**src/hdl/hdc_config.svh**
```systemverilog
`ifndef HDC_CONFIG_SVH
`define HDC_CONFIG_SVH

// ~~~~~~~~~~~~~~~~~~~~~~~~~~~~~~
// hypervector geometry.
// ~~~~~~~~~~~~~~~~~~~~~~~~~~~~~~

// bits per hypervector, one bus word.
`define HDC_HV_WIDTH 32

// number of symbols the item memory can hold.
`define HDC_ITEM_DEPTH 256

// number of class prototypes in the search block.
`define HDC_CLASS_COUNT 4

// ~~~~~~~~~~~~~~~~~~~~~~~~~~~~~~
// host bus.
// ~~~~~~~~~~~~~~~~~~~~~~~~~~~~~~

// byte address width of the APB port.
`define HDC_APB_ADDR_WIDTH 8

`endif

```
**src/hdl/hdc_bus_pkg.sv**
```systemverilog
`default_nettype none

`include "hdc_config.svh"

package hdc_bus_pkg;

    // ~~~~~~~~~~~~~~~~~~~~~~~~~~~~~~
    // register map.
    // ~~~~~~~~~~~~~~~~~~~~~~~~~~~~~~

    // word aligned byte addresses.
    typedef enum logic [`HDC_APB_ADDR_WIDTH-1:0] {
        REG_ITEM_DATA = 8'h00,  // value for the next item write.
        REG_ARG       = 8'h04,  // symbol or class index.
        REG_SHIFT     = 8'h08,  // rotate amount.
        REG_CMD       = 8'h0C,  // write issues a command.
        REG_STATUS    = 8'h10,  // bit 0 busy.
        REG_ENC       = 8'h14,  // accumulator, read only.
        REG_RESULT    = 8'h18   // class and distance, read only.
    } reg_addr_e;

    // ~~~~~~~~~~~~~~~~~~~~~~~~~~~~~~
    // command opcodes.
    // ~~~~~~~~~~~~~~~~~~~~~~~~~~~~~~

    // values 6 and 7 are unused and rejected.
    typedef enum logic [2:0] {
        OP_GEN_ITEM    = 3'd0,
        OP_CLEAR       = 3'd1,
        OP_LOAD        = 3'd2,
        OP_BIND        = 3'd3,
        OP_STORE_CLASS = 3'd4,
        OP_QUERY       = 3'd5
    } hdc_op_e;

endpackage

`default_nettype wire

```
**src/hdl/hdc_core_pkg.sv**
```systemverilog
`default_nettype none

`include "hdc_config.svh"

package hdc_core_pkg;

    // ~~~~~~~~~~~~~~~~~~~~~~~~~~~~~~
    // data types.
    // ~~~~~~~~~~~~~~~~~~~~~~~~~~~~~~

    typedef logic [`HDC_HV_WIDTH-1:0] hv_t;
    typedef logic [$clog2(`HDC_ITEM_DEPTH)-1:0] item_idx_t;
    typedef logic [$clog2(`HDC_CLASS_COUNT)-1:0] class_idx_t;
    // one extra value so a full mismatch fits.
    typedef logic [$clog2(`HDC_HV_WIDTH+1)-1:0] distance_t;
    typedef logic [$clog2(`HDC_HV_WIDTH)-1:0] shift_t;

    // ~~~~~~~~~~~~~~~~~~~~~~~~~~~~~~
    // state machines.
    // ~~~~~~~~~~~~~~~~~~~~~~~~~~~~~~

    // fetch waits on the item memory read, apply updates the accumulator.
    typedef enum logic [1:0] {
        ENC_IDLE,
        ENC_FETCH,
        ENC_APPLY
    } enc_state_e;

    typedef enum logic {
        SRCH_IDLE,
        SRCH_SCAN
    } search_state_e;

endpackage

`default_nettype wire

```
**src/hdl/hdc_encoder.sv**
```systemverilog
`timescale 1ns/1ps
`default_nettype none

`include "hdc_config.svh"

module hdc_encoder (
    input  wire                           clk,
    input  wire                           rst_n,
    input  wire                           start,
    input  wire hdc_bus_pkg::hdc_op_e     op,
    input  wire hdc_core_pkg::item_idx_t  arg,
    input  wire hdc_core_pkg::shift_t     shift,
    input  wire hdc_core_pkg::hv_t        item_rdata,
    output hdc_core_pkg::item_idx_t       item_raddr,
    output logic                          busy,
    output hdc_core_pkg::hv_t             enc_value,
    output logic                          proto_we,
    output hdc_core_pkg::class_idx_t      proto_idx
);
    import hdc_bus_pkg::*;
    import hdc_core_pkg::*;

    enc_state_e                   state;
    hv_t                          acc;
    logic                         bind_q;
    item_idx_t                    arg_q;
    shift_t                       shift_q;
    logic [2*`HDC_HV_WIDTH-1:0]   doubled;
    hv_t                          rotated;

    // rotate right by shifting a doubled copy.
    assign doubled = {item_rdata, item_rdata} >> shift_q;
    assign rotated = doubled[`HDC_HV_WIDTH-1:0];

    assign item_raddr = arg_q;
    assign busy       = (state != ENC_IDLE);
    assign enc_value  = acc;

    // store needs no fetch, the search block copies acc directly.
    assign proto_we  = start & (op == OP_STORE_CLASS);
    assign proto_idx = arg[$bits(class_idx_t)-1:0];

    // ~~~~~~~~~~~~~~~~~~~~~~~~~~~~~~
    // command fsm.
    // ~~~~~~~~~~~~~~~~~~~~~~~~~~~~~~

    always_ff @(posedge clk or negedge rst_n) begin
        if (!rst_n) begin
            state <= ENC_IDLE;
            acc   <= '0;
        end else begin
            case (state)
                ENC_IDLE: begin
                    if (start && op == OP_CLEAR) begin
                        acc <= '0;
                    end else if (start && (op == OP_LOAD || op == OP_BIND)) begin
                        state <= ENC_FETCH;
                    end
                end
                // read address is out, data arrives next cycle.
                ENC_FETCH: state <= ENC_APPLY;
                ENC_APPLY: begin
                    acc   <= bind_q ? (acc ^ rotated) : item_rdata;
                    state <= ENC_IDLE;
                end
                default: state <= ENC_IDLE;
            endcase
        end
    end

    // command arguments, captured on issue.
    always_ff @(posedge clk) begin
        if (start) begin
            arg_q   <= arg;
            shift_q <= shift;
            bind_q  <= (op == OP_BIND);
        end
    end

    // back-pressure upstream keeps new commands out while busy.
    assert property (@(posedge clk) disable iff (!rst_n) start |-> state == ENC_IDLE);

endmodule

`default_nettype wire

```
**config.mk**
```make
export PLATFORM = sky130hd
export DESIGN_NAME = hdc_encoder
export DESIGN_NICKNAME = d
export VERILOG_FILES = /design/src/hdl/hdc_bus_pkg.sv /design/src/hdl/hdc_core_pkg.sv /design/src/hdl/hdc_encoder.sv
export VERILOG_INCLUDE_DIRS = /design/src /design/src/hdl
export SDC_FILE = /design/constraint.sdc
export NUM_CORES = 1
export LEC_CHECK = 0
export BUFFER_PORTS_ARGS = -buffer_cell sky130_fd_sc_hd__buf_2
export CAP_MARGIN = 20
export CORE_AREA = 2 2 132 134
export DETAILED_ROUTE_END_ITERATION = 6
export DIE_AREA = 0 0 134 136
export PLACE_DENSITY = 0.4
export SLEW_MARGIN = 20
export SYNTH_ARGS = -nofsm -noshare
export SYNTH_HDL_FRONTEND = slang
export SYNTH_SLANG_ARGS = --single-unit
export TNS_END_PERCENT = 5
```
**constraint.sdc**
```tcl
create_clock -name clk -period 4.71 [get_ports clk]
set_clock_uncertainty 0.2 [all_clocks]
set_input_delay 0.942 -clock clk [delete_from_list [all_inputs] [get_ports clk]]
set_output_delay 0.942 -clock clk [all_outputs]
set_load 0.1 [all_outputs]
```
### Word-level counts from Yosys, hierarchy flattened

Index checks and enable logic that the tools add are counted.

| cells by class | value |
|---|---|
| shifts and indexed selects | 1 |
| mux-type cells | 6 |
| reductions and logical operators | 8 |
| bitwise operators | 2 |
| equal/unequal tests | 9 |

Operators by type and width:

| operator | number |
|---|---|
| 32-bit two-way mux | 2 |
| 32-bit case mux with 2 select lines | 1 |
| 64-bit by 5-bit right shift with 32-bit output | 1 |
| 32-bit XOR | 1 |
| 3-bit by 2-bit == test with 1-bit output (second input constant) | 2 |
| 2-bit != test (second input constant) | 3 |
| 2-bit two-way mux | 2 |
| 2-bit case mux with 2 select lines | 1 |
| 2-bit AND reduction | 2 |
| 2-bit nonzero test | 2 |
| 3-bit by 1-bit == test with 1-bit output (second input constant) | 1 |
| 3-bit == test (second input constant) | 1 |
| 2-bit by 1-bit == test with 1-bit output (second input constant) | 1 |
| 2-bit == test (second input constant) | 1 |
| 1-bit logical AND | 2 |
| 2-bit zero test | 1 |
| 1-bit bitwise AND | 1 |
| 1-bit logical OR | 1 |

| word-level totals | value |
|---|---|
| word-level logic and storage cells | 31 |
| register bits after elaboration | 48 |
| output and inout bits | 44 |

### Depth between registers and ports, before layout

| logic depth | value |
|---|---|
| word-level depth | 6 |
| gate-level depth with buffers | 7 |
| depth with buffers taken out | 5 |

### Worst setup path before layout

No wires, ideal clock.

| timing | value |
|---|---|
| path kind | input to output |
| start point | in start |
| end point | out proto_we |
| slack | -0.559 ns |
| stages | 2 |
| data arrival time | 4.127 ns |
| data required time | 3.568 ns |
| path buffers | 0 |
| path through | inv_1 -> nor4b_1 |

| between the ends | value |
|---|---|
| word-level cells in the longest chain between the ends | 1 |

Ends and longest elaborated chain:

| item | RTL line | source |
|---|---|---|
| start: declaration | hdc_encoder.sv:9 | `input wire start,` |
| 1-bit bitwise AND | hdc_encoder.sv:40 | `assign proto_we = start & (op == OP_STORE_CLASS);` |
| end: declaration | hdc_encoder.sv:17 | `output logic proto_we,` |

Every way passes these cells.

### Worst setup path in the final report

| timing | value |
|---|---|
| start point | reg shift_q[3] |
| end point | reg acc[30], in the netlist enc_value[30] |

| between the ends | value |
|---|---|
| word-level cells in the longest chain between the ends | 4 |

Ends and longest elaborated chain:

| item | RTL line | source |
|---|---|---|
| start: declaration | hdc_encoder.sv:27 | `shift_t shift_q;` |
| start signal: assignment | hdc_encoder.sv:75 | `shift_q <= shift;` |
| 64-bit by 5-bit right shift with 32-bit output | hdc_encoder.sv:32 | `assign doubled = {item_rdata, item_rdata} >> shift_q;` |
| 32-bit XOR | hdc_encoder.sv:63 | `acc <= bind_q ? (acc ^ rotated) : item_rdata;` |
| 32-bit two-way mux | hdc_encoder.sv:63 |  |
| 32-bit case mux with 2 select lines | hdc_encoder.sv:52 | `case (state)` |
| end signal: assignment | hdc_encoder.sv:63 |  |
| end: declaration | hdc_encoder.sv:24 | `hv_t acc;` |

Every way passes these cells.
A chain may end at the register's enable or synchronous reset.

==> results.txt <==
----------------------------------------------------
[Global route]
  Vias in the first global route ... ~3400
  Maximum number of pins on one net before global-route repair ... 36
  Overall routing resource usage ... between 15 and 20%
  Initial antenna violation count ... 0
  First-pass GRT wire length ... between 20 and 25 mm
  GRT Residual Overflow ... 0

[Place]
  Weighted congestion at the end of routability-driven global placement ... 0.921
  Number of buffers added on ports ... 94
  Minimum setup slack after placement ... ~1.5 ns
  Post-DP HPWL ... roughly 11 mm
  Placed cell count ... roughly 600

[Critical path]
  Sort of element at the end of the critical path ... register
  Worst path top cell family by delay ... multiplexers
  CP Class ... reg -> reg
  Cell breakdown of the critical path ... mux4_2 > mux4_2 > mux2i_1 > nor3_1 > a221o_1
  Critical Path Source Type ... register
  Crit path max-delay cell type ... sky130_fd_sc_hd__edfxtp_1
  Buf/Inv on CP ... 0
  Most used cell, CP ... sky130_fd_sc_hd__mux4_2
  Arrival time of data at the critical path endpoint ... roughly 3.3 ns
  Biggest fanout along the worst timing path ... 24
  CP Depth ... 5
  Data required time at the worst endpoint ... approximately 4.7 ns
  Largest stage delay, worst path ... between 1 and 1.5 ns
  Number of cells traversed by the worst register-to-register path ... 5

[Finish]
  Non-filler instance count after layout ... roughly 600
  Post-layout nets ... approximately 430
  Post-route core utilization ... around 29%
  Area added between synthesis and finish ... 20.1%
  Filler instances ... 1708
  Final antenna diode count ... 0
  Reg area ... ~1300 sq um
  Footprint of the multi-input gates ... 2660 sq um
  Share of cells above drive strength 1 ... 48.1%

[Timing]
  Setup repair after global routing missed its margin ... no
  Final critical path time including I/O delays and setup ... roughly 3.3 ns
  Count of endpoints failing setup in the final report ... 0
  Worst Max-Slew Pin Slew ... ~1.1 ns
  Final cycle utilization of the critical path ... 69.6%
  Final-layout setup total negative slack ... 0 ns
  Max Fclk ... between 300 and 400 MHz
  Final setup slack of the worst path ... around 1.4 ns
  Relative slew slack ... between 20% and 30%
  Endpoints failing hold ... 0
  Final Max Tran Viols ... 0

[Clock tree]
  Cts hold-fix bufs ... 0
  Clock network latency to the later pin of the worst-skew pair ... 0.31 ns
  CTS root buffer ... sky130_fd_sc_hd__clkbuf_16
  Count of H-tree levels built during CTS ... 2
  Number of setup buffers added after CTS ... 0
  Clock tree from TritonCTS ... yes
  Maximum number of buffers from clock root to sink ... 2
  Clock tree sinks ... 48
  Number of buffers added by the clock tree synthesis step ... 5
  # resized after CTS ... 0
  Clock slew at reported path FFs ... around 0.07 ns

[Logic synthesis]
  Number of synthesized flops with an enable pin ... 14
  Fraction of the mapped netlist area in simple logic gates ... 6.84%
  Cell types occupying the most area after synthesis ... sky130_fd_sc_hd__mux4_2 36%, sky130_fd_sc_hd__dfrtp_1 21%, sky130_fd_sc_hd__edfxtp_1 10%, sky130_fd_sc_hd__mux2i_1 8.3%, sky130_fd_sc_hd__a221o_1 7.1%
  Most repeated cell in the gate-level netlist after synthesis ... sky130_fd_sc_hd__mux4_2
  Post-Syn Area ... about 4100 sq um
  Asr flop ratio synth ... between 70% and 80%
  FF+latch count, synth ... 48
  Top_reg_cell synth ... sky130_fd_sc_hd__dfrtp_1
  Average size of a mapped cell ... between 10 and 15 sq um
  Post-synth top cells ... 65 x sky130_fd_sc_hd__mux4_2, 34 x sky130_fd_sc_hd__dfrtp_1, 34 x sky130_fd_sc_hd__mux2i_1
  XOR/XNOR Fraction of Synth Area ... 0%
  Synth top area share ... between 30% and 40%
  Dominant combinational cell family by area after synthesis ... multiplexers
  Syn nets ... ~350
  Mapped Cells ... 300
  Synth area leader ... sky130_fd_sc_hd__mux4_2
  Warning count from the yosys run ... 0
  Multiplexer area fraction after synthesis ... a little over two fifths
  Sequential area share after synthesis ... between 30% and 40%
  Compound-Gate Fraction of Synth Area ... 13.7%
  Cell variety after synth ... 31
  Adder and majority cell fraction of the synthesized area ... 0%

[Routing]
  Number of DRC markers after the initial detailed-route iteration ... 188
  Vias per cell ... between 5 and 6
  Drt first pass iters ... 4
  DRC viols ... 0
  Count of nets left with antenna violations after detail routing ... 0
  Aggregate routed wire length ... roughly 14 mm
  Via count ... 3333
  Routed wire length per instance ... 23.5 um

[Floorplanning]
  Std-Cell Core Area ... 16900 sq um
  Initial core utilization ... between 20% and 30%
  Boundary Pins ... 95
  Die area ... ~18000 sq um
  Die height ... ~140 um
  Placement Rows ... 48
  Die boundary width ... ~130 um

[Min path]
  Worst hold path cell count ... 1
  HP Class ... reg -> reg

[Power and ir drop]
  Worst IR Drop VDD ... approximately 0.21 mV
  Static Leak ... about 2 nW
  Power per cell area ... about 450 nW/um^2
  Overall Power ... 2.23 mW

[Run status]
  Run status ... finished, final reports clean

[Job]
  MaxCap Viol Count ... 0

----------------------------------------------------
[placed cells by master, fill, tap and decap left out, drive strengths merged, types with 2 or more instances in the layout]
cell type	n
a22oi	3
inv	2
clkbuf	5
nor2b	4
mux4	65
nor4b	3
a221o	29
clkinv	3
nand3	4
nor2	2
buf	104
dfrtp	34
or3	2
nor3	29
mux2i	34
a22o	2
edfxtp	14
and2	2
a21o	29
[cell families after synthesis]
| group | Yosys count |
|---|---|
| and+or+nand+nor | 51 |
| muxes | 99 |
| AOI/OAI and AO/OA | 65 |
| buffers and inverters | 37 |
| DFF | 48 |
[sequential cells by signal (all words and copies together), names as in the netlist]
name,cells
bind_q,1
enc_value,32
item_raddr,8
shift_q,5
state,2
[power by group]
group / total, mW / leakage (nW) / internal [mW] / switching [mW]
clock network: 0.433 / 0.0840 / 0.253 / 0.180
registers: 0.585 / 0.578 / 0.512 / 0.0732
logic: 1.22 / 1.39 / 0.324 / 0.892
[routing by layer]
| layer | GRT usage (%) | vias to the layer above | wire length (um) |
|---|---|---|---|
| li1 | - | 1452 | - |
| met1 | 21.7 | 1690 | 6300 |
| met2 | 25.0 | 167 | 6530 |
| met3 | 3.54 | 24 | 952 |
| met4 | 5.20 | 0 | 397 |
| met5 | 0 | - | 0 |
[worst paths after layout]
check                           startpoint             to  slack [ns]
worst max register to register  shift_q[3]  enc_value[30]        1.43
min in group asynchronous            rst_n  enc_value[13]        0.54
worst min-delay path              state[1]       state[1]        0.30
worst min register to register    state[1]       state[1]        0.30
worst max-delay path            shift_q[3]  enc_value[30]        1.43
max in group asynchronous            rst_n  enc_value[20]        3.22
[stage by stage]
stage	instance area [sq um]	hold slack (ns)
finish	4940	0.296
global route	4940	0.318
CTS	4940	0.290
detailed placement	4770	0.278
global placement	4770	0.270
floorplan	4120	0.231
[area by class of cell]
class	instances	area share (%)
timing repair buffer	104	11.0
sequential	48	25.7
clock buffer	5	2.53
inverter	3	0.228
clock inverter	3	0.962
multi-input combinational	215	53.8
tap	225	5.69
No activity file was read; power rests on OpenSTA's default activity.
