===== src/hdl/hdc_config.svh =====
`ifndef HDC_CONFIG_SVH
`define HDC_CONFIG_SVH

// ~~~~~~~~~~~~~~~~~~~~~~~~~~~~~~
// hypervector geometry.
// ~~~~~~~~~~~~~~~~~~~~~~~~~~~~~~

// bits per hypervector, one bus word.
`define HDC_HV_WIDTH 32

// number of symbols the item memory can hold.
`define HDC_ITEM_DEPTH 256

// number of class prototypes in the search block.
`define HDC_CLASS_COUNT 4

// ~~~~~~~~~~~~~~~~~~~~~~~~~~~~~~
// host bus.
// ~~~~~~~~~~~~~~~~~~~~~~~~~~~~~~

// byte address width of the APB port.
`define HDC_APB_ADDR_WIDTH 8

`endif


===== src/hdl/hdc_bus_pkg.sv =====
`default_nettype none

`include "hdc_config.svh"

package hdc_bus_pkg;

    // ~~~~~~~~~~~~~~~~~~~~~~~~~~~~~~
    // register map.
    // ~~~~~~~~~~~~~~~~~~~~~~~~~~~~~~

    // word aligned byte addresses.
    typedef enum logic [`HDC_APB_ADDR_WIDTH-1:0] {
        REG_ITEM_DATA = 8'h00,  // value for the next item write.
        REG_ARG       = 8'h04,  // symbol or class index.
        REG_SHIFT     = 8'h08,  // rotate amount.
        REG_CMD       = 8'h0C,  // write issues a command.
        REG_STATUS    = 8'h10,  // bit 0 busy.
        REG_ENC       = 8'h14,  // accumulator, read only.
        REG_RESULT    = 8'h18   // class and distance, read only.
    } reg_addr_e;

    // ~~~~~~~~~~~~~~~~~~~~~~~~~~~~~~
    // command opcodes.
    // ~~~~~~~~~~~~~~~~~~~~~~~~~~~~~~

    // values 6 and 7 are unused and rejected.
    typedef enum logic [2:0] {
        OP_GEN_ITEM    = 3'd0,
        OP_CLEAR       = 3'd1,
        OP_LOAD        = 3'd2,
        OP_BIND        = 3'd3,
        OP_STORE_CLASS = 3'd4,
        OP_QUERY       = 3'd5
    } hdc_op_e;

endpackage

`default_nettype wire


===== src/hdl/hdc_core_pkg.sv =====
`default_nettype none

`include "hdc_config.svh"

package hdc_core_pkg;

    // ~~~~~~~~~~~~~~~~~~~~~~~~~~~~~~
    // data types.
    // ~~~~~~~~~~~~~~~~~~~~~~~~~~~~~~

    typedef logic [`HDC_HV_WIDTH-1:0] hv_t;
    typedef logic [$clog2(`HDC_ITEM_DEPTH)-1:0] item_idx_t;
    typedef logic [$clog2(`HDC_CLASS_COUNT)-1:0] class_idx_t;
    // one extra value so a full mismatch fits.
    typedef logic [$clog2(`HDC_HV_WIDTH+1)-1:0] distance_t;
    typedef logic [$clog2(`HDC_HV_WIDTH)-1:0] shift_t;

    // ~~~~~~~~~~~~~~~~~~~~~~~~~~~~~~
    // state machines.
    // ~~~~~~~~~~~~~~~~~~~~~~~~~~~~~~

    // fetch waits on the item memory read, apply updates the accumulator.
    typedef enum logic [1:0] {
        ENC_IDLE,
        ENC_FETCH,
        ENC_APPLY
    } enc_state_e;

    typedef enum logic {
        SRCH_IDLE,
        SRCH_SCAN
    } search_state_e;

endpackage

`default_nettype wire


===== src/hdl/hdc_apb_regs.sv =====
`timescale 1ns/1ps
`default_nettype none

`include "hdc_config.svh"

module hdc_apb_regs (
    input  wire                           clk,
    input  wire                           rst_n,
    input  wire                           psel,
    input  wire                           penable,
    input  wire                           pwrite,
    input  wire [`HDC_APB_ADDR_WIDTH-1:0] paddr,
    input  wire [31:0]                    pwdata,
    input  wire                           enc_busy,
    input  wire                           search_busy,
    input  wire hdc_core_pkg::hv_t        enc_value,
    input  wire hdc_core_pkg::class_idx_t best_class,
    input  wire hdc_core_pkg::distance_t  best_distance,
    output logic [31:0]                   prdata,
    output logic                          pready,
    output logic                          pslverr,
    output logic                          item_we,
    output hdc_core_pkg::item_idx_t       item_waddr,
    output hdc_core_pkg::hv_t             item_wdata,
    output logic                          enc_start,
    output hdc_bus_pkg::hdc_op_e          enc_op,
    output hdc_core_pkg::item_idx_t       cmd_arg,
    output hdc_core_pkg::shift_t          cmd_shift,
    output logic                          search_start
);
    import hdc_bus_pkg::*;
    import hdc_core_pkg::*;

    hv_t         item_data_q;
    logic [31:0] arg_q;
    shift_t      shift_q;
    logic        busy;
    logic        wr_cmd;
    logic        xfer_done;
    logic        addr_ok;
    logic        addr_ro;
    hdc_op_e     cmd_op;
    logic        cmd_ok;
    logic        cmd_fire;

    // ~~~~~~~~~~~~~~~~~~~~~~~~~~~~~~
    // transfer decode.
    // ~~~~~~~~~~~~~~~~~~~~~~~~~~~~~~

    assign busy   = enc_busy | search_busy;
    assign wr_cmd = psel & pwrite & (paddr == REG_CMD);
    // a command write stalls in access until both engines are idle.
    assign pready    = ~(wr_cmd & busy);
    assign xfer_done = psel & penable & pready;

    always_comb begin
        addr_ok = 1'b1;
        addr_ro = 1'b0;
        case (paddr)
            REG_ITEM_DATA, REG_ARG, REG_SHIFT, REG_CMD: addr_ro = 1'b0;
            REG_STATUS, REG_ENC, REG_RESULT:            addr_ro = 1'b1;
            default:                                    addr_ok = 1'b0;
        endcase
    end

    // ~~~~~~~~~~~~~~~~~~~~~~~~~~~~~~
    // command check and issue.
    // ~~~~~~~~~~~~~~~~~~~~~~~~~~~~~~

    assign cmd_op = hdc_op_e'(pwdata[2:0]);

    // upper opcode bits must be clear and arg must fit the target.
    always_comb begin
        case (cmd_op)
            OP_GEN_ITEM, OP_LOAD, OP_BIND: cmd_ok = arg_q < 32'(`HDC_ITEM_DEPTH);
            OP_STORE_CLASS:                cmd_ok = arg_q < 32'(`HDC_CLASS_COUNT);
            OP_CLEAR, OP_QUERY:            cmd_ok = 1'b1;
            default:                       cmd_ok = 1'b0;
        endcase
        cmd_ok = cmd_ok & (pwdata[31:3] == '0);
    end

    assign cmd_fire = xfer_done & wr_cmd & cmd_ok;
    assign pslverr  = xfer_done & (~addr_ok | (pwrite & addr_ro) | (wr_cmd & ~cmd_ok));

    // strobes live for the single completing cycle.
    assign item_we      = cmd_fire & (cmd_op == OP_GEN_ITEM);
    assign search_start = cmd_fire & (cmd_op == OP_QUERY);
    assign enc_start    = cmd_fire & ((cmd_op == OP_CLEAR) | (cmd_op == OP_LOAD) |
                                      (cmd_op == OP_BIND) | (cmd_op == OP_STORE_CLASS));

    assign enc_op     = cmd_op;
    assign cmd_arg    = arg_q[$bits(item_idx_t)-1:0];
    assign cmd_shift  = shift_q;
    assign item_waddr = arg_q[$bits(item_idx_t)-1:0];
    assign item_wdata = item_data_q;

    // ~~~~~~~~~~~~~~~~~~~~~~~~~~~~~~
    // register file.
    // ~~~~~~~~~~~~~~~~~~~~~~~~~~~~~~

    always_ff @(posedge clk or negedge rst_n) begin
        if (!rst_n) begin
            item_data_q <= '0;
            arg_q       <= '0;
            shift_q     <= '0;
        end else if (xfer_done && pwrite) begin
            case (paddr)
                REG_ITEM_DATA: item_data_q <= pwdata;
                REG_ARG:       arg_q       <= pwdata;
                REG_SHIFT:     shift_q     <= pwdata[4:0];
                default:       ;
            endcase
        end
    end

    // cmd reads back as zero.
    always_comb begin
        case (paddr)
            REG_ITEM_DATA: prdata = item_data_q;
            REG_ARG:       prdata = arg_q;
            REG_SHIFT:     prdata = {27'b0, shift_q};
            REG_STATUS:    prdata = {31'b0, busy};
            REG_ENC:       prdata = enc_value;
            REG_RESULT:    prdata = {18'b0, best_distance, 6'b0, best_class};
            default:       prdata = '0;
        endcase
    end

    // back-pressure keeps the two engines from running at the same time.
    assert property (@(posedge clk) disable iff (!rst_n) !(enc_busy && search_busy));

endmodule

`default_nettype wire


===== config.mk =====
export PLATFORM = sky130hd
export DESIGN_NAME = hdc_apb_regs
export DESIGN_NICKNAME = d
export VERILOG_FILES = /design/src/hdl/hdc_bus_pkg.sv /design/src/hdl/hdc_core_pkg.sv /design/src/hdl/hdc_apb_regs.sv
export VERILOG_INCLUDE_DIRS = /design/src /design/src/hdl
export SDC_FILE = /design/constraint.sdc
export NUM_CORES = 1
export LEC_CHECK = 0
export BUFFER_PORTS_ARGS = -buffer_cell sky130_fd_sc_hd__buf_2
export CORE_MARGIN = 5
export CORE_UTILIZATION = 40
export DETAILED_ROUTE_END_ITERATION = 6
export HOLD_SLACK_MARGIN = 0.03
export MAX_ROUTING_LAYER = met4
export PLACE_DENSITY = 0.75
export SYNTH_ARGS = -nofsm -noshare
export SYNTH_HDL_FRONTEND = slang
export SYNTH_SLANG_ARGS = --single-unit

===== constraint.sdc =====
create_clock -name clk -period 2.6 [get_ports clk]
set_input_delay 0.13 -clock clk [delete_from_list [all_inputs] [get_ports clk]]
set_output_delay 0.13 -clock clk [all_outputs]
set_load 0.02 [all_outputs]

After elaboration in Yosys (flattened, before gate mapping). Index checks and enable logic that the tools add are counted.

Magnitude comparators: 2. Equality and inequality tests: 11. Muxes and demuxes: 4. Bitwise operators: 23. Reductions and logical operators: 11.

Operators with widths (count): $pmux W32 S6 (1); $lt A32 B3 Y1 const B (1); $lt A32 B9 Y1 const B (1); $logic_not A29 Y1 (1); $eq A8 B5 Y1 const B (3); $eq A8 B4 Y1 const B (2); $and A1 B1 Y1 (14); $eq A8 B3 Y1 const B (1); $logic_not A8 Y1 (1); $reduce_or A7 Y1 (1); $eq A3 B2 Y1 const B (2); $eq A3 B3 Y1 const B (2); $or A1 B1 Y1 (6); $reduce_and A2 Y1 (3); $reduce_or A3 Y1 (2); $eq A3 B1 Y1 const B (1); $logic_not A3 Y1 (1); $not A1 Y1 (3); $pmux W1 S3 (1); $mux W1 (2); $reduce_or A2 Y1 (1); $logic_and A1 B1 Y1 (1).

Bits in registers: 69. Bits of input ports: 87. Word-level logic and storage cells: 54.

Longest topological paths before layout.
Depth after elaboration: 8. Gate-level depth with buffers: 6. Mapped depth without buffers: 4.

Least setup slack after synthesis. No wires, ideal clock.

Kind: input port to output port. Start: input port paddr[5]. End: output port search_start. Data arrival time: 2.213 ns. Path slack: 0.257 ns. Stages: 4. Buffers on the path: 0. Cells stage by stage: or4_4 > or3_1 > or4_4 > nor4_1.

Cells in the longest elaborated chain, start to end: 8.

Ends and longest elaborated chain: start, declared (RTL line hdc_apb_regs.sv:12) `` input wire [`HDC_APB_ADDR_WIDTH-1:0] paddr, ``; $eq A8 B4 Y1 (*) (RTL line hdc_apb_regs.sv:51) `assign wr_cmd = psel & pwrite & (paddr == REG_CMD);`; $and A1 B1 Y1 (*) (RTL line hdc_apb_regs.sv:51); $and A1 B1 Y1 (RTL line hdc_apb_regs.sv:53) `assign pready = ~(wr_cmd & busy);`; $not A1 Y1 (RTL line hdc_apb_regs.sv:53); $and A1 B1 Y1 (RTL line hdc_apb_regs.sv:54) `assign xfer_done = psel & penable & pready;`; $and A1 B1 Y1 (*) (2 in a row) (RTL line hdc_apb_regs.sv:83) `assign cmd_fire = xfer_done & wr_cmd & cmd_ok;`; $and A1 B1 Y1 (*) (RTL line hdc_apb_regs.sv:88) `assign search_start = cmd_fire & (cmd_op == OP_QUERY);`; end, declared (RTL line hdc_apb_regs.sv:29) `output logic search_start`.

Mark *: on every way between the ends. The rest lies on a longest branch, timed or not.

Final worst setup path.
Start: input port pwdata[13]. End: output port enc_start.

Cells in the longest elaborated chain, start to end: 4.

Ends and longest elaborated chain: start, declared (RTL line hdc_apb_regs.sv:13) `input wire [31:0] pwdata,`; $logic_not A29 Y1 (RTL line hdc_apb_regs.sv:80) `cmd_ok = cmd_ok & (pwdata[31:3] == '0);`; $and A1 B1 Y1 (RTL line hdc_apb_regs.sv:80); $and A1 B1 Y1 (RTL line hdc_apb_regs.sv:83); $and A1 B1 Y1 (RTL line hdc_apb_regs.sv:89) `assign enc_start = cmd_fire & ((cmd_op == OP_CLEAR) | (cmd_op == OP_LOAD) |`; end, declared (RTL line hdc_apb_regs.sv:25) `output logic enc_start,`.

Every way passes these cells.

==> results_dict.tcl <==
set metrics [dict create \
    die_h_um 106 \
    finalSetupViolCount 0 \
    initial_utilization 0.415 \
    cp-end-kind "primary output" \
    netlist_instances 335 \
    yosys_warnings 0 \
    root_buffer "clkbuf_8" \
    hpwl_um 8570 \
    synth.area.top_cells "dfrtp_1, mux2_2, a22oi_1" \
    min_period_over_period 0.956 \
    areaGrowthSynthToFinish_pct 28.8 \
    wl_um 11500 \
    synth.cell_area_um2 3660 \
    hold_path.class "primary input to register" \
    firstDrtPassIters 5 \
    grt_pass1_vias 3433 \
    drt-vias-per-instance 5.55 \
    skew_ps 0 \
    yosysTopAreaCell "dfrtp_1" \
    tightest_slew_ps 868 \
    rows 34 \
    cts_made_buffers 9 \
    clk_pin_slew_ps 70 \
    h-tree-depth 3 \
    setup.worst_path.class "primary input to primary output" \
    die_w_um 106 \
    n_antenna_cell 0 \
    ant_nets 0 \
    fin_setup_tns_ps 0 \
    clk_latency_ps 320 \
    antenna_found_initial 0 \
    drt_iter0_markers 194 \
    gp_congestion 1.01 \
    netlist-cell-type-count 32 \
    io_buffer_count 179 \
    ys_ff_latch 69 \
    num_vias 3369 \
    maxCapViolations 0 \
    crit_fanout 3 \
    drive_gt1_frac 0.549 \
    rr_startpoint "arg_q[8]" \
    endpoint "enc_start" \
    boundaryPins 180 \
    register_area_um2 1730 \
    cts_setup_buffers 0 \
    grt_max_degree 70 \
    seq_area_frac_synth 0.472 \
    layout_setup_ws_ps 115 \
    r2r_setup_slack_ps 1760 \
    outcome "finished, final reports clean" \
    fin_crit_ps 2480 \
    fillers 794 \
    dieArea_um2 11200 \
    slew_headroom 0.421 \
    core_area_um2 8810 \
    grt_remaining_overflow 0 \
    nNetsFinal 582 \
    drc 0 \
    crit_required_ps 2470 \
    rsz0062_at_grt "false" \
    avgSynthCellArea_um2 10.9 \
    cts_tree "built" \
    hold_viol 0 \
    slew_violations 0 \
    r2r_end "arg_q[8]" \
    power_density_nw_per_um2 437 \
    grt_first_pass_wirelength_um 17700 \
    multiInputGateArea_um2 1690 \
    ir_worst_vdd_uv 263 \
    cp-startpoint "pwdata[13]" \
    cts_buffer_depth 2 \
    fmax_mhz 402 \
    track_usage 0.206 \
    syn-num-nets 422 \
    cts_resized 0 \
    dp_slack_ps 327 \
    place_inst 590 \
    reg2regPathDepth 1 \
    cellLeakagePower_uw 0.00274 \
    synth_top_area_frac 0.472 \
    arrival_ps 2350 \
    routedWlPerCell_um 18.9 \
    clkSinkCount 69 \
    final_cells 607 \
    setup.worst_path.start_class "primary input" \
    totalPowerFinal_uw 2060 \
]
## what timing repair did
action                                 CTS  global route
endpoints found under the hold margin   69             1
hold buffers                             1             1
setup endpoints to repair                0             0
## worst max-delay path, cell delays in order
cell and delay, ps:
dlygate4sd3_1 540, buf_2 130, nor4_1 320, nand4_1 240, or4_4 570, and4b_1 250, buf_2 160
## registers in the layout, summed over array words and instances (netlist names)
register / flops
cmd_shift: 5
item_wdata: 32
arg_q: 32
## synth_stat cells, drive strengths merged
master / instances
a2111oi: 1
a211o: 1
a211oi: 2
a21o: 1
a21oi: 2
a222oi: 5
a22oi: 38
and2: 1
and3: 2
and4: 1
and4b: 2
buf: 23
clkbuf: 16
dfrtp: 69
inv: 7
mux2: 67
nand2: 51
nand2b: 1
nand3: 2
nand4: 7
nor2: 1
nor3: 3
nor3b: 3
nor4: 18
o21ai: 4
o32ai: 1
or2: 1
or3: 3
or4: 2
## power breakdown
part,switching (µW),internal [µW],total (µW)
combinational,127,88.8,216
sequential,13.8,1090,1100
clock,381,360,741
## cell families (layout without fill, tap and decap cells)
| logic type | after synthesis | after routing | share of synthesized area |
|---|---|---|---|
| compound gates | 55 | 55 | 0.113 |
| buf+inv | 46 | 210 | 0.0667 |
| flops | 69 | 69 | 0.472 |
| mux | 67 | 67 | 0.206 |
| simple gates | 98 | 98 | 0.142 |
## area by class of cell
type,count,area share
Inverter,7,0.00558
Tap cell,108,0.0287
Sequential cell,69,0.367
Clock buffer,10,0.0292
Clock inverter,5,0.00584
Multi-Input combinational cell,220,0.358
Timing Repair Buffer,188,0.206
## placed cells by master, fill, tap and decap left out, drive strengths merged
cell,instances
dfrtp,69
and3,2
clkinv,4
and2,1
a21o,1
or2,1
nand2,51
a211o,1
and4,1
mux2,67
a21oi,2
nand2b,1
buf,186
o32ai,1
a22oi,38
a222oi,5
nor3,3
clkinvlp,1
o21ai,4
a2111oi,1
nor4,18
a211oi,2
inv,7
clkbuf,10
nand4,7
or3,3
and4b,2
nor3b,3
or4,2
nor2,1
nand3,2
dlygate4sd3,2
## metrics by stage
| step | instance area, µm² | hold WS [ps] | util |
|---|---|---|---|
| 2_1_floorplan | 3660 | -166 | - |
| 3_3_place_gp | 4530 | 294 | 0.514 |
| 3_5_place_dp | 4530 | 300 | 0.514 |
| 4_1_cts | 4700 | 40.8 | 0.534 |
| 5_1_grt | 4710 | 34.9 | 0.535 |
| 6_report | 4710 | 58.3 | 0.535 |
## worst min path at each step
stage,start,to,cells after the start
2_1_floorplan,rst_n,arg_q[0],0
4_1_cts,pwdata[13],item_wdata[13],2
3_5_place_dp,rst_n,cmd_shift[2],1
3_3_place_gp,rst_n,cmd_shift[2],1
5_1_grt,pwdata[24],arg_q[24],2
6_report,pwdata[24],arg_q[24],2
## layer usage
metal  track usage  share of wire
met5             -              0
met4        0.0389         0.0079
met3        0.0458          0.074
met2         0.367           0.51
met1         0.240           0.41
(Power assumes the default switching activity.)
