--- config.mk ---
export PLATFORM = sky130hd
export DESIGN_NAME = hdc_assoc_search
export DESIGN_NICKNAME = d
export VERILOG_FILES = /design/src/hdl/hdc_core_pkg.sv /design/src/hdl/hdc_assoc_search.sv
export VERILOG_INCLUDE_DIRS = /design/src /design/src/hdl
export SDC_FILE = /design/constraint.sdc
export NUM_CORES = 1
export LEC_CHECK = 0
export BUFFER_PORTS_ARGS = -buffer_cell sky130_fd_sc_hd__buf_2
export CORE_MARGIN = 2
export CORE_UTILIZATION = 60
export CTS_BUF_LIST = sky130_fd_sc_hd__clkbuf_2
export DETAILED_ROUTE_END_ITERATION = 16
export GPL_TIMING_DRIVEN = 0
export PLACE_DENSITY_LB_ADDON = 0.25
export SKIP_LAST_GASP = 1
export SLEW_MARGIN = 25
export SYNTH_ARGS = -nofsm -noshare
export SYNTH_HDL_FRONTEND = slang
export SYNTH_SLANG_ARGS = --single-unit
--- constraint.sdc ---
create_clock -name clk -period 8.2 [get_ports clk]
set_clock_uncertainty 0.15 [all_clocks]
set_input_delay 0.41 -clock clk [delete_from_list [all_inputs] [get_ports clk]]
set_output_delay 0.41 -clock clk [all_outputs]
set_load 0.03 [all_outputs]
--- src/hdl/hdc_config.svh ---
`ifndef HDC_CONFIG_SVH
`define HDC_CONFIG_SVH

// ~~~~~~~~~~~~~~~~~~~~~~~~~~~~~~
// hypervector geometry.
// ~~~~~~~~~~~~~~~~~~~~~~~~~~~~~~

// bits per hypervector, one bus word.
`define HDC_HV_WIDTH 32

// number of symbols the item memory can hold.
`define HDC_ITEM_DEPTH 256

// number of class prototypes in the search block.
`define HDC_CLASS_COUNT 4

// ~~~~~~~~~~~~~~~~~~~~~~~~~~~~~~
// host bus.
// ~~~~~~~~~~~~~~~~~~~~~~~~~~~~~~

// byte address width of the APB port.
`define HDC_APB_ADDR_WIDTH 8

`endif

--- src/hdl/hdc_core_pkg.sv ---
`default_nettype none

`include "hdc_config.svh"

package hdc_core_pkg;

    // ~~~~~~~~~~~~~~~~~~~~~~~~~~~~~~
    // data types.
    // ~~~~~~~~~~~~~~~~~~~~~~~~~~~~~~

    typedef logic [`HDC_HV_WIDTH-1:0] hv_t;
    typedef logic [$clog2(`HDC_ITEM_DEPTH)-1:0] item_idx_t;
    typedef logic [$clog2(`HDC_CLASS_COUNT)-1:0] class_idx_t;
    // one extra value so a full mismatch fits.
    typedef logic [$clog2(`HDC_HV_WIDTH+1)-1:0] distance_t;
    typedef logic [$clog2(`HDC_HV_WIDTH)-1:0] shift_t;

    // ~~~~~~~~~~~~~~~~~~~~~~~~~~~~~~
    // state machines.
    // ~~~~~~~~~~~~~~~~~~~~~~~~~~~~~~

    // fetch waits on the item memory read, apply updates the accumulator.
    typedef enum logic [1:0] {
        ENC_IDLE,
        ENC_FETCH,
        ENC_APPLY
    } enc_state_e;

    typedef enum logic {
        SRCH_IDLE,
        SRCH_SCAN
    } search_state_e;

endpackage

`default_nettype wire

--- src/hdl/hdc_assoc_search.sv ---
`timescale 1ns/1ps
`default_nettype none

`include "hdc_config.svh"

module hdc_assoc_search (
    input  wire                           clk,
    input  wire                           rst_n,
    input  wire                           proto_we,
    input  wire hdc_core_pkg::class_idx_t proto_idx,
    input  wire hdc_core_pkg::hv_t        enc_value,
    input  wire                           start,
    output logic                          busy,
    output hdc_core_pkg::class_idx_t      best_class,
    output hdc_core_pkg::distance_t       best_distance
);
    import hdc_core_pkg::*;

    hv_t           protos [`HDC_CLASS_COUNT];
    search_state_e state;
    class_idx_t    scan_idx;
    class_idx_t    min_class;
    distance_t     min_dist;
    hv_t           diff;
    distance_t     cur_dist;
    logic          take;
    logic          last;
    distance_t     next_dist;
    class_idx_t    next_class;

    assign busy = (state == SRCH_SCAN);
    assign last = (scan_idx == class_idx_t'(`HDC_CLASS_COUNT - 1));

    // ~~~~~~~~~~~~~~~~~~~~~~~~~~~~~~
    // prototype store.
    // ~~~~~~~~~~~~~~~~~~~~~~~~~~~~~~

    // empty classes read as all zero.
    always_ff @(posedge clk or negedge rst_n) begin
        if (!rst_n) begin
            for (int c = 0; c < `HDC_CLASS_COUNT; c++) begin
                protos[c] <= '0;
            end
        end else if (proto_we) begin
            protos[proto_idx] <= enc_value;
        end
    end

    // ~~~~~~~~~~~~~~~~~~~~~~~~~~~~~~
    // hamming distance and compare.
    // ~~~~~~~~~~~~~~~~~~~~~~~~~~~~~~

    always_comb begin
        diff     = enc_value ^ protos[scan_idx];
        cur_dist = '0;
        for (int b = 0; b < `HDC_HV_WIDTH; b++) begin
            cur_dist = cur_dist + distance_t'(diff[b]);
        end
        // strict less-than keeps the lower index on a tie.
        take       = (scan_idx == '0) || (cur_dist < min_dist);
        next_dist  = take ? cur_dist : min_dist;
        next_class = take ? scan_idx : min_class;
    end

    // one class per cycle, result lands after the last one.
    always_ff @(posedge clk or negedge rst_n) begin
        if (!rst_n) begin
            state         <= SRCH_IDLE;
            scan_idx      <= '0;
            min_class     <= '0;
            min_dist      <= '0;
            best_class    <= '0;
            best_distance <= '0;
        end else begin
            case (state)
                SRCH_IDLE: begin
                    if (start) begin
                        state    <= SRCH_SCAN;
                        scan_idx <= '0;
                    end
                end
                SRCH_SCAN: begin
                    min_dist  <= next_dist;
                    min_class <= next_class;
                    scan_idx  <= scan_idx + class_idx_t'(1);
                    if (last) begin
                        state         <= SRCH_IDLE;
                        best_class    <= next_class;
                        best_distance <= next_dist;
                    end
                end
                default: state <= SRCH_IDLE;
            endcase
        end
    end

    assert property (@(posedge clk) disable iff (!rst_n)
        best_distance <= distance_t'(`HDC_HV_WIDTH));

endmodule

`default_nettype wire

Yosys cells after proc, flatten, opt, wreduce, memory -nomap -nowiden
Cells that the tools add are included.
{"block": "word_totals", "wordCells": 69, "inputBits": 38, "regBits": 147, "output_inout_bits": 9}
{"block": "classes", "add_sub_neg": 32, "n_lt_le_gt_ge": 4, "n_bitwise": 4, "n_eq_ne": 2, "n_reduce_logical": 4, "mux": 13}
{"cell": "$add A6 B1 Y6", "n": 26}
{"cell": "$bwmux W128", "n": 1}
{"cell": "$mux W32", "n": 3}
{"cell": "$bmux W32 S2", "n": 1}
{"cell": "$demux W32 S2", "n": 1}
{"cell": "$xor A32 B32 Y32", "n": 1}
{"cell": "$add A5 B1 Y6", "n": 1}
{"cell": "$ge A3 B3 Y1 const B", "n": 2}
{"cell": "$lt A6 B6 Y1", "n": 1}
{"cell": "$mux W6", "n": 1}
{"cell": "$not A2 Y3", "n": 2}
{"cell": "$add A4 B1 Y5", "n": 1}
{"cell": "$add A3 B1 Y4", "n": 1}
{"cell": "$mux W2", "n": 2}
{"cell": "$pmux W2 S2", "n": 1}
{"cell": "$add A2 B1 Y3", "n": 1}
{"cell": "$lt A3 B1 Y1 const B", "n": 1}
{"cell": "$add A1 B1 Y2", "n": 1}
{"cell": "$add A2 B1 Y2 const B", "n": 1}
{"cell": "$eq A2 B2 Y1 const B", "n": 1}
{"cell": "$logic_not A2 Y1", "n": 1}
{"cell": "$mux W1", "n": 2}
{"cell": "$ne A2 B2 Y1 const B", "n": 1}
{"cell": "$pmux W1 S2", "n": 1}
{"cell": "other kinds (4)", "n": 4}

Longest topological paths before layout
Gate-level depths: netlist of run 1.
{"block": "depth", "ltp_word": 39, "mapped_depth": 28, "mapped_depth_nobuf": 24}

Worst setup path after synthesis of run 1
OpenSTA, ideal clock, no wires.
{"block": "synth_timing", "path_type": "reg2reg", "start": "reg scan_idx[0]", "end": "reg min_class[0]", "required_ps": 7925, "path_stages_with_launch": 28, "arrival_time_ps": 7065, "path_slack_ps": 860, "setup_ps": 125, "n_path_buf": 4, "synth_period_minus_slack_ps": 7340, "path_cell_list": "dfrtp_1 buf_2 buf_4 mux4_2 xnor2_1 fa_1 inv_1 fa_1 fa_1 fa_1 inv_1 fa_1 fa_1 inv_1 ha_1 inv_1 fa_1 nand2b_1 a21oi_1 xor2_1 ha_1 nand3b_4 o22ai_2 a21oi_2 buf_6 and2_4 buf_6 mux2_4"}
{"block": "synth_between", "elab_chain_cells": 39, "elab_cells_between_ends": 40, "classes_between": "add/sub: 31; order compare: 1; mux: 4; bitwise: 2; reduce/logical: 2"}
{"item": "from (decl)", "line": "hdc_assoc_search.sv:21", "rtl": "class_idx_t scan_idx;"}
{"item": "from (signal assigned)", "line": "hdc_assoc_search.sv:85", "rtl": "scan_idx <= scan_idx + class_idx_t'(1);"}
{"item": "$not A2 Y3 (implied by the code)", "line": "hdc_assoc_search.sv:54", "rtl": "diff = enc_value ^ protos[scan_idx];"}
{"item": "$bmux W32 S2", "line": "hdc_assoc_search.sv:54"}
{"item": "$mux W32 (implied by the code) (2 in series)", "line": "hdc_assoc_search.sv:54"}
{"item": "$xor A32 B32 Y32", "line": "hdc_assoc_search.sv:54"}
{"item": "$add A1 B1 Y2", "line": "hdc_assoc_search.sv:57", "rtl": "cur_dist = cur_dist + distance_t'(diff[b]);"}
{"item": "$add A2 B1 Y3", "line": "hdc_assoc_search.sv:57"}
{"item": "$add A3 B1 Y4", "line": "hdc_assoc_search.sv:57"}
{"item": "$add A4 B1 Y5", "line": "hdc_assoc_search.sv:57"}
{"item": "$add A5 B1 Y6", "line": "hdc_assoc_search.sv:57"}
{"item": "$add A6 B1 Y6 (26 in series)", "line": "hdc_assoc_search.sv:57"}
{"item": "$lt A6 B6 Y1", "line": "hdc_assoc_search.sv:60", "rtl": "take = (scan_idx == '0) || (cur_dist < min_dist);"}
{"item": "$logic_or A1 B1 Y1", "line": "hdc_assoc_search.sv:60"}
{"item": "$mux W2 *", "line": "hdc_assoc_search.sv:62", "rtl": "next_class = take ? scan_idx : min_class;"}
{"item": "to (signal assigned)", "line": "hdc_assoc_search.sv:84", "rtl": "min_class <= next_class;"}
{"item": "to (decl)", "line": "hdc_assoc_search.sv:22", "rtl": "class_idx_t min_class;"}
Mark *: on every way between the ends. The rest lies on a longest branch, timed or not. The select of a mux whose other input is x is not followed.
A chain may end at the register's enable or synchronous reset.

Worst setup path after layout of run 1
{"block": "layout_timing", "start": "reg scan_idx[0]", "end": "reg min_dist[2]"}
{"block": "layout_between", "elab_chain_cells": 39, "elab_cells_between_ends": 40, "classes_between": "add/sub: 31; order compare: 1; mux: 4; bitwise: 2; reduce/logical: 2"}
{"item": "$not A2 Y3 (implied by the code)", "line": "hdc_assoc_search.sv:54"}
{"item": "$bmux W32 S2", "line": "hdc_assoc_search.sv:54"}
{"item": "$mux W32 (implied by the code) (2 in series)", "line": "hdc_assoc_search.sv:54"}
{"item": "$xor A32 B32 Y32", "line": "hdc_assoc_search.sv:54"}
{"item": "$add A1 B1 Y2", "line": "hdc_assoc_search.sv:57"}
{"item": "$add A2 B1 Y3", "line": "hdc_assoc_search.sv:57"}
{"item": "$add A3 B1 Y4", "line": "hdc_assoc_search.sv:57"}
{"item": "$add A4 B1 Y5", "line": "hdc_assoc_search.sv:57"}
{"item": "$add A5 B1 Y6", "line": "hdc_assoc_search.sv:57"}
{"item": "$add A6 B1 Y6 (26 in series)", "line": "hdc_assoc_search.sv:57"}
{"item": "$lt A6 B6 Y1", "line": "hdc_assoc_search.sv:60"}
{"item": "$logic_or A1 B1 Y1", "line": "hdc_assoc_search.sv:60"}
{"item": "$mux W6 *", "line": "hdc_assoc_search.sv:61", "rtl": "next_dist = take ? cur_dist : min_dist;"}
{"item": "to (signal assigned)", "line": "hdc_assoc_search.sv:83", "rtl": "min_dist <= next_dist;"}
{"item": "to (decl)", "line": "hdc_assoc_search.sv:23", "rtl": "distance_t min_dist;"}
Marked as above.

==> results.tsv, run 1 <==
stage	metric	value	unit
route	post-route ant nets	0	
synth	Mapped Area	7530	sq um
worst_setup_path	CP peak stage delay	0.56	ns
sta	Slew Limit Fails	0	
synth	EDFF count, synth	0	
sta	Slew @ Worst Pin	0.5363	ns
global_route	antenna violations before repair	0	
global_route	number of global-route vias before repair	4728	
clocking	CTS buffer count	17	
placement	Cells after DPL	715	
synth	sequential share of the synthesized area	48.85	%
sta	Setup TNS	0	ns
floorplan	Starting Density	62.17	%
sta	post-layout min period	7.775	ns
floorplan	die height	116.0	um
global_route	largest net degree at the start of global routing	79	
synth	Avg Inst Size Synth	15.06	sq um
worst_setup_path	WS Path Type	reg2reg	
clocking	Clock Latency Late Sink	0.76	ns
route	wire length per cell	18.44	um
synth	Synth area leaders	dfrtp_1, mux2_2, mux4_2	
synth	Distinct cells, synth	31	
synth	share of the synthesized area in the top cell type	48.85	%
sta	Final Hold Vio Count	0	
cells_and_area	nets	679	
cells_and_area	area delta synth->final	14.52	%
synth	Post-synth ARST share	100.0	%
worst_setup_path	slowest CP cell	fa_1	
placement	port bufs	46	
flow_run	Max Cap Violations	0	
min_path	Hold/Removal Path Class	in2async	
floorplan	Die X	116.0	um
sta	slew margin rel.	64.25	%
clocking	CTS root buf	clkbuf_2	
clocking	clock sinks	147	
sta	Peak Freq	128.6	MHz
worst_setup_path	crit-path most repeated cell	fa_1	
synth	Net Count, Synth	576	
worst_setup_path	crit path DAT	8.26	ns
global_route	overflow left after global routing	0	
floorplan	core area	12110	sq um
synth	top cells by count, synth	dfrtp_1, mux2_2, inv_1	
floorplan	Site Rows	40	
synth	most frequent cell after synthesis	dfrtp_1	
route	vias per cell	5.546	
status	outcome	complete, no violations	
worst_setup_path	critical path data required time	8.69	ns
floorplan	I/O Pins	47	
synth	Synth area leader	dfrtp_1	
clocking	CTS tree	yes	
worst_setup_path	Startpoint Class	flip-flop	
synth	flops & latches, synth	147	
route	Initial DRC Count	204	
synth	Warnings, synthesis	0	
clocking	clk buf depth	2	
cells_and_area	final antenna diode count	0	
sta	period utilisation layout	94.81	%
route	First-pass DRT Iterations	4	
route	DRC viols	0	
sta	RSZ-0062 raised after global routing	no	
worst_setup_path	crit-path max FO	10	
placement	global placement routability congestion	0.8201	
placement	Post-DP HPWL	9858	um
route	final wirelength	14420	um
sta	final setup fails	0	
floorplan	Die ar.	13460	sq um
clocking	clk slew on worst S/H paths	0.21	ns
worst_setup_path	CP Capture Type	flip-flop	
cells_and_area	non-filler cells, final	782	
global_route	GRT Util Overall	23.87	%
clocking	# H-tree levels	4	
cells_and_area	proportion of layout cells with a drive suffix above 1	43.97	%
global_route	first-pass GRT wire length	23600	um
route	routed vias	4337	
synth	Primary FF master, synth	dfrtp_1	
synth	Syn Inst Count	500	
## path summary, 6_finish.rpt
kind,from,to,slack (ns),depth (start not counted)
setup reg to reg,scan_idx[0]$_DFFE_PN0P_,min_dist[2]$_DFFE_PN0P_,0.43,28
max in group asynchronous,rst_n,protos[56]$_DFFE_PN0P_,7.10,3
setup / recovery,scan_idx[0]$_DFFE_PN0P_,min_dist[2]$_DFFE_PN0P_,0.43,28
hold reg to reg,best_class[1]$_DFFE_PN0P_,best_class[1]$_DFFE_PN0P_,0.35,2
min in group clk,proto_we,protos[0]$_DFFE_PN0P_,0.06,3
hold / removal,rst_n,best_class[0]$_DFFE_PN0P_,0.02,2
## state kept, by name (all words and copies together) (netlist names)
register       flops
protos           128
best_distance      6
min_dist           6
best_class         2
min_class          2
scan_idx           2
busy               1
## worst max-delay path, delay by kind of cell (launching register included)
family	cells	cell delay, ns
adder cells (fa/ha/maj)	9	3.96
buffers and inverters	9	1.14
multiplexers	2	0.83
XOR/XNOR	2	0.40
AND/OR/NAND/NOR	3	0.40
flip-flops	1	0.39
AO/OA/AOI/OAI	3	0.37
## layout by cell type (no fill, tap or decap), drive strengths merged
cell type / n
dfrtp: 147
mux2: 135
buf: 68
dlygate4sd3: 36
inv: 33
mux4: 32
fa: 24
clkbuf: 22
xor2: 19
xnor2: 16
ha: 14
nand2: 11
mux2i: 10
o21ai: 8
clkinv: 7
a21oi: 6
nand3: 4
nor2: 4
bufinv: 3
nand3b: 3
a21o: 2
nand2b: 2
clkinvlp: 2
nand4: 1
o22ai: 1
nor3b: 1
and2: 1
a31oi: 1
o31ai: 1
## metrics by stage
step	cell area, sq um	hold slack, ns	setup slack [ns]	util [%]
final	8623	0.01999	0.4255	71.20
after global routing	8623	0.002092	0.04086	71.20
after CTS	8600	0.002940	0.1509	71.00
after detailed placement	8008	0.2557	0.1587	66.12
after global placement	7970	0.3090	0.2426	65.81
after floorplan	7530	-0.03559	0.8595	-
## logic make-up (layout without fill, tap and decap cells)
kind of cell	after synthesis	in the layout	synth area share, %
xor+xnor	35	35	4.071
mux	177	177	31.39
simple gates	27	27	2.011
flops	147	147	48.85
buf+inv	57	171	3.440
compound gates	19	19	1.529
fa+ha+maj	38	38	8.707
## repair_timing
action / CTS / global route
endpoints found under the setup margin: 0 / 11
resized for setup: 0 / 8
hold buffers: 36 / 0
setup buffers: 0 / 1
hold endpoints to repair: 278 / 0
## layer usage
metal  routed length (um)  share of wire [%]  global-route usage (%)
met1                 6381                 44                   30.31
met2                 7342                 51                   39.45
met3                  372                2.6                   5.282
met4                  325                2.3                   11.27
met5                    0                  0                       0
## area by class of cell
| cell class | count | area [sq um] |
|---|---|---|
| Clock inverter | 12 | 141.4 |
| Multi-Input combinational cell | 296 | 3592 |
| Timing Repair Buffer | 84 | 635.6 |
| Buffer | 24 | 151.4 |
| Inverter | 33 | 123.9 |
| Clock buffer | 18 | 90.09 |
| Sequential cell | 147 | 3679 |
| Fill cell | 846 | 3488 |
| Tap cell | 168 | 210.2 |
Power of run 1 is not shown: default switching activity piles up to over one toggle a cycle in this logic, so the estimate is an artifact.
==> run 2: changes to the inputs <==
Settings changed: ABC_AREA set to 1.
==> results.tsv, run 2 <==
stage	metric	value	unit	change
status	outcome	complete, no violations		
clocking	clk buf depth	2		unchanged
clocking	# H-tree levels	4		unchanged
global_route	number of global-route vias before repair	6510		+38%
sta	final hold slack	0.05356	ns	+0.03357 ns
route	vias per cell	5.547		about the same
synth	Synth area leader	dfrtp_1		
synth	Avg Inst Size Synth	8.996	sq um	-40%
placement	Post-DP HPWL	13510	um	+37%
sta	post-layout min period	7.423	ns	-0.3515 ns
worst_setup_path	crit-path most repeated cell	fa_1		
route	final wirelength	20620	um	+43%
placement	DP Area	8264	sq um	+3.2%
synth	Synth area leaders	dfrtp_1, o21ai_0, nand2_1		
cells_and_area	non-filler cells, final	1154		+48%
synth	share of the synthesized area in the top cell type	47.27	%	-1.6 points
sta	period utilisation layout	90.52	%	-4.3 points
flow_run	Max Cap Violations	0		unchanged
floorplan	Starting Density	61.66	%	-0.51 points
global_route	antenna violations before repair	0		unchanged
cells_and_area	Finished Cell Area	8896	sq um	+3.2%
clocking	Clock Latency Late Sink	0.79	ns	+0.03 ns
sta	Final Hold Vio Count	0		unchanged
worst_setup_path	WS Path Type	reg2reg		
cells_and_area	final antenna diode count	0		unchanged
floorplan	Die X	117.9	um	+1.6%
clocking	clock sinks	147		unchanged
worst_setup_path	CP Capture Type	flip-flop		
synth	Net Count, Synth	941		+63%
worst_setup_path	Setup crit start	scan_idx[0]$_DFFE_PN0P_		
clocking	clk slew on worst S/H paths	0.20	ns	about the same
synth	EDFF count, synth	0		unchanged
cells_and_area	commonest cells after routing, fill and taps aside	nand2_1, o21ai_0, dfrtp_1		
sta	Peak Freq	134.7	MHz	+4.7%
cells_and_area	proportion of layout cells with a drive suffix above 1	16.29	%	-28 points
cells_and_area	commonest non-fill, non-tap cell in the layout	nand2_1		
floorplan	I/O Pins	47		unchanged
sta	Slew @ Worst Pin	0.6381	ns	+0.1018 ns
route	DRC viols	0		unchanged
synth	Distinct cells, synth	29		-6.5%
floorplan	Site Rows	41		+2.5%
min_path	Hold/Removal Path Class	in2async		
global_route	GRT Util Overall	31.86	%	+8.0 points
worst_setup_path	crit path DAT	7.96	ns	-0.30 ns
worst_setup_path	crit-path max FO	10		unchanged
synth	Warnings, synthesis	0		unchanged
cells_and_area	largest registers	protos (128), best_distance (6), min_dist (6)		
worst_setup_path	CP peak stage delay	0.57	ns	about the same
cells_and_area	nets	1045		+54%
cells_and_area	area of the multi-input gates	3535	sq um	-1.6%
floorplan	die height	117.9	um	+1.6%
synth	most frequent cell after synthesis	nand2_1		
clocking	CTS Hold Bufs	38		+5.6%
route	post-route ant nets	0		unchanged
floorplan	Die ar.	13900	sq um	+3.2%
cells_and_area	FF+latch area	3679	sq um	unchanged
worst_setup_path	critical path data required time	8.74	ns	+0.05 ns
placement	port bufs	46		unchanged
route	wire length per cell	17.87	um	-3.1%
synth	Post-synth ARST share	100.0	%	unchanged
synth	sequential share of the synthesized area	47.27	%	-1.6 points
sta	Slew Limit Fails	0		unchanged
sta	slew margin rel.	57.46	%	-6.8 points
cells_and_area	# fillers	1043		+23%
clocking	CTS root buf	clkbuf_2		
global_route	overflow left after global routing	0		unchanged
worst_setup_path	Startpoint Class	flip-flop		
clocking	post-CTS setup buffers	0		unchanged
synth	Primary FF master, synth	dfrtp_1		
clocking	CTS buffer count	17		unchanged
route	routed vias	6401		+48%
clocking	# resized after CTS	0		unchanged
sta	RSZ-0062 raised after global routing	no		
synth	top cells by count, synth	nand2_1, o21ai_0, dfrtp_1		
global_route	first-pass GRT wire length	33980	um	+44%
floorplan	core area	12620	sq um	+4.2%
sta	Setup TNS	0	ns	unchanged
cells_and_area	Top reg by flops	protos		
global_route	largest net degree at the start of global routing	84		+6.3%
placement	Cells after DPL	1084		+52%
clocking	CTS tree	yes		
worst_setup_path	Critical R2R Launch	scan_idx[0]$_DFFE_PN0P_		
synth	Mapped Area	7781	sq um	+3.3%
route	First-pass DRT Iterations	5		+1
worst_setup_path	slowest CP cell	fa_1		
sta	final setup fails	0		unchanged
synth	Syn Inst Count	865		+73%
cells_and_area	max reg flops	128		unchanged
placement	global placement routability congestion	0.8726		+6.4%
route	Initial DRC Count	634		+210%
synth	flops & latches, synth	147		unchanged
cells_and_area	area delta synth->final	14.33	%	
-- run 2: cell count changes after synthesis, sizes merged, moves of 13 or more --
| cell | delta |
|---|---|
| inv | +45 |
| xnor2 | -15 |
| mux2 | -135 |
| o21ai | +185 |
| nand3 | +23 |
| nor2 | +65 |
| nand2 | +181 |
| xor2 | +13 |
| o22ai | +31 |
| mux4 | -32 |
| clkbuf | +22 |
-- run 2: final cells by class --
class,instances,share of cell area [%]
inverters,81,3.418
clock inverters,14,1.814
plain buffers,45,2.968
well taps,172,2.419
flip-flops and latches,147,41.35
clock buffers,18,1.013
multi-input cells,592,39.73
repair buffers,85,7.286
-- run 2: worst max-delay path, delay by kind of cell (launching register included) --
family          cells  cell delay [ns]
simple gates       10             1.20
flops               1             0.51
xor+xnor            1             0.12
compound gates      3             0.50
fa+ha+maj           9             3.95
buf+inv             8             0.93
-- run 2: logic make-up (layout without fill, tap and decap cells) --
group,Yosys count,after routing,synth area share (%)
fa+ha+maj,38,38,8.426
flops,147,147,47.27
simple gates,291,291,15.68
xor+xnor,33,33,3.714
compound gates,230,230,17.61
buf+inv,126,243,7.300
-- run 2: layer usage --
layer	track usage [%]	part of all wire, %	routed length (um)	up-vias
li1	-	-	-	3023
met1	42.14	41	8455	3069
met2	51.13	49	10020	254
met3	7.316	7.7	1584	55
met4	12.88	2.7	566	0
met5	0	0	0	-
-- run 2: per-stage QoR --
step	util, %	worst slack [ns]
CTS	70.49	0.8087
floorplan	-	1.744
global placement	65.19	1.034
finish	70.49	0.7770
detailed placement	65.49	0.8970
global route	70.49	0.3340
-- run 2: worst paths after layout --
path / cells after the start / slack (ns) / to
max reg2reg: 31 / 0.78 / best_class[1]$_DFFE_PN0P_
max: 31 / 0.78 / best_class[1]$_DFFE_PN0P_
max in group asynchronous: 3 / 7.12 / protos[123]$_DFFE_PN0P_
min reg2reg: 2 / 0.34 / best_distance[3]$_DFFE_PN0P_
min in group clk: 4 / 0.29 / busy$_DFF_PN0_
min: 2 / 0.05 / protos[103]$_DFFE_PN0P_
Power of run 2 is left out for the same reason.
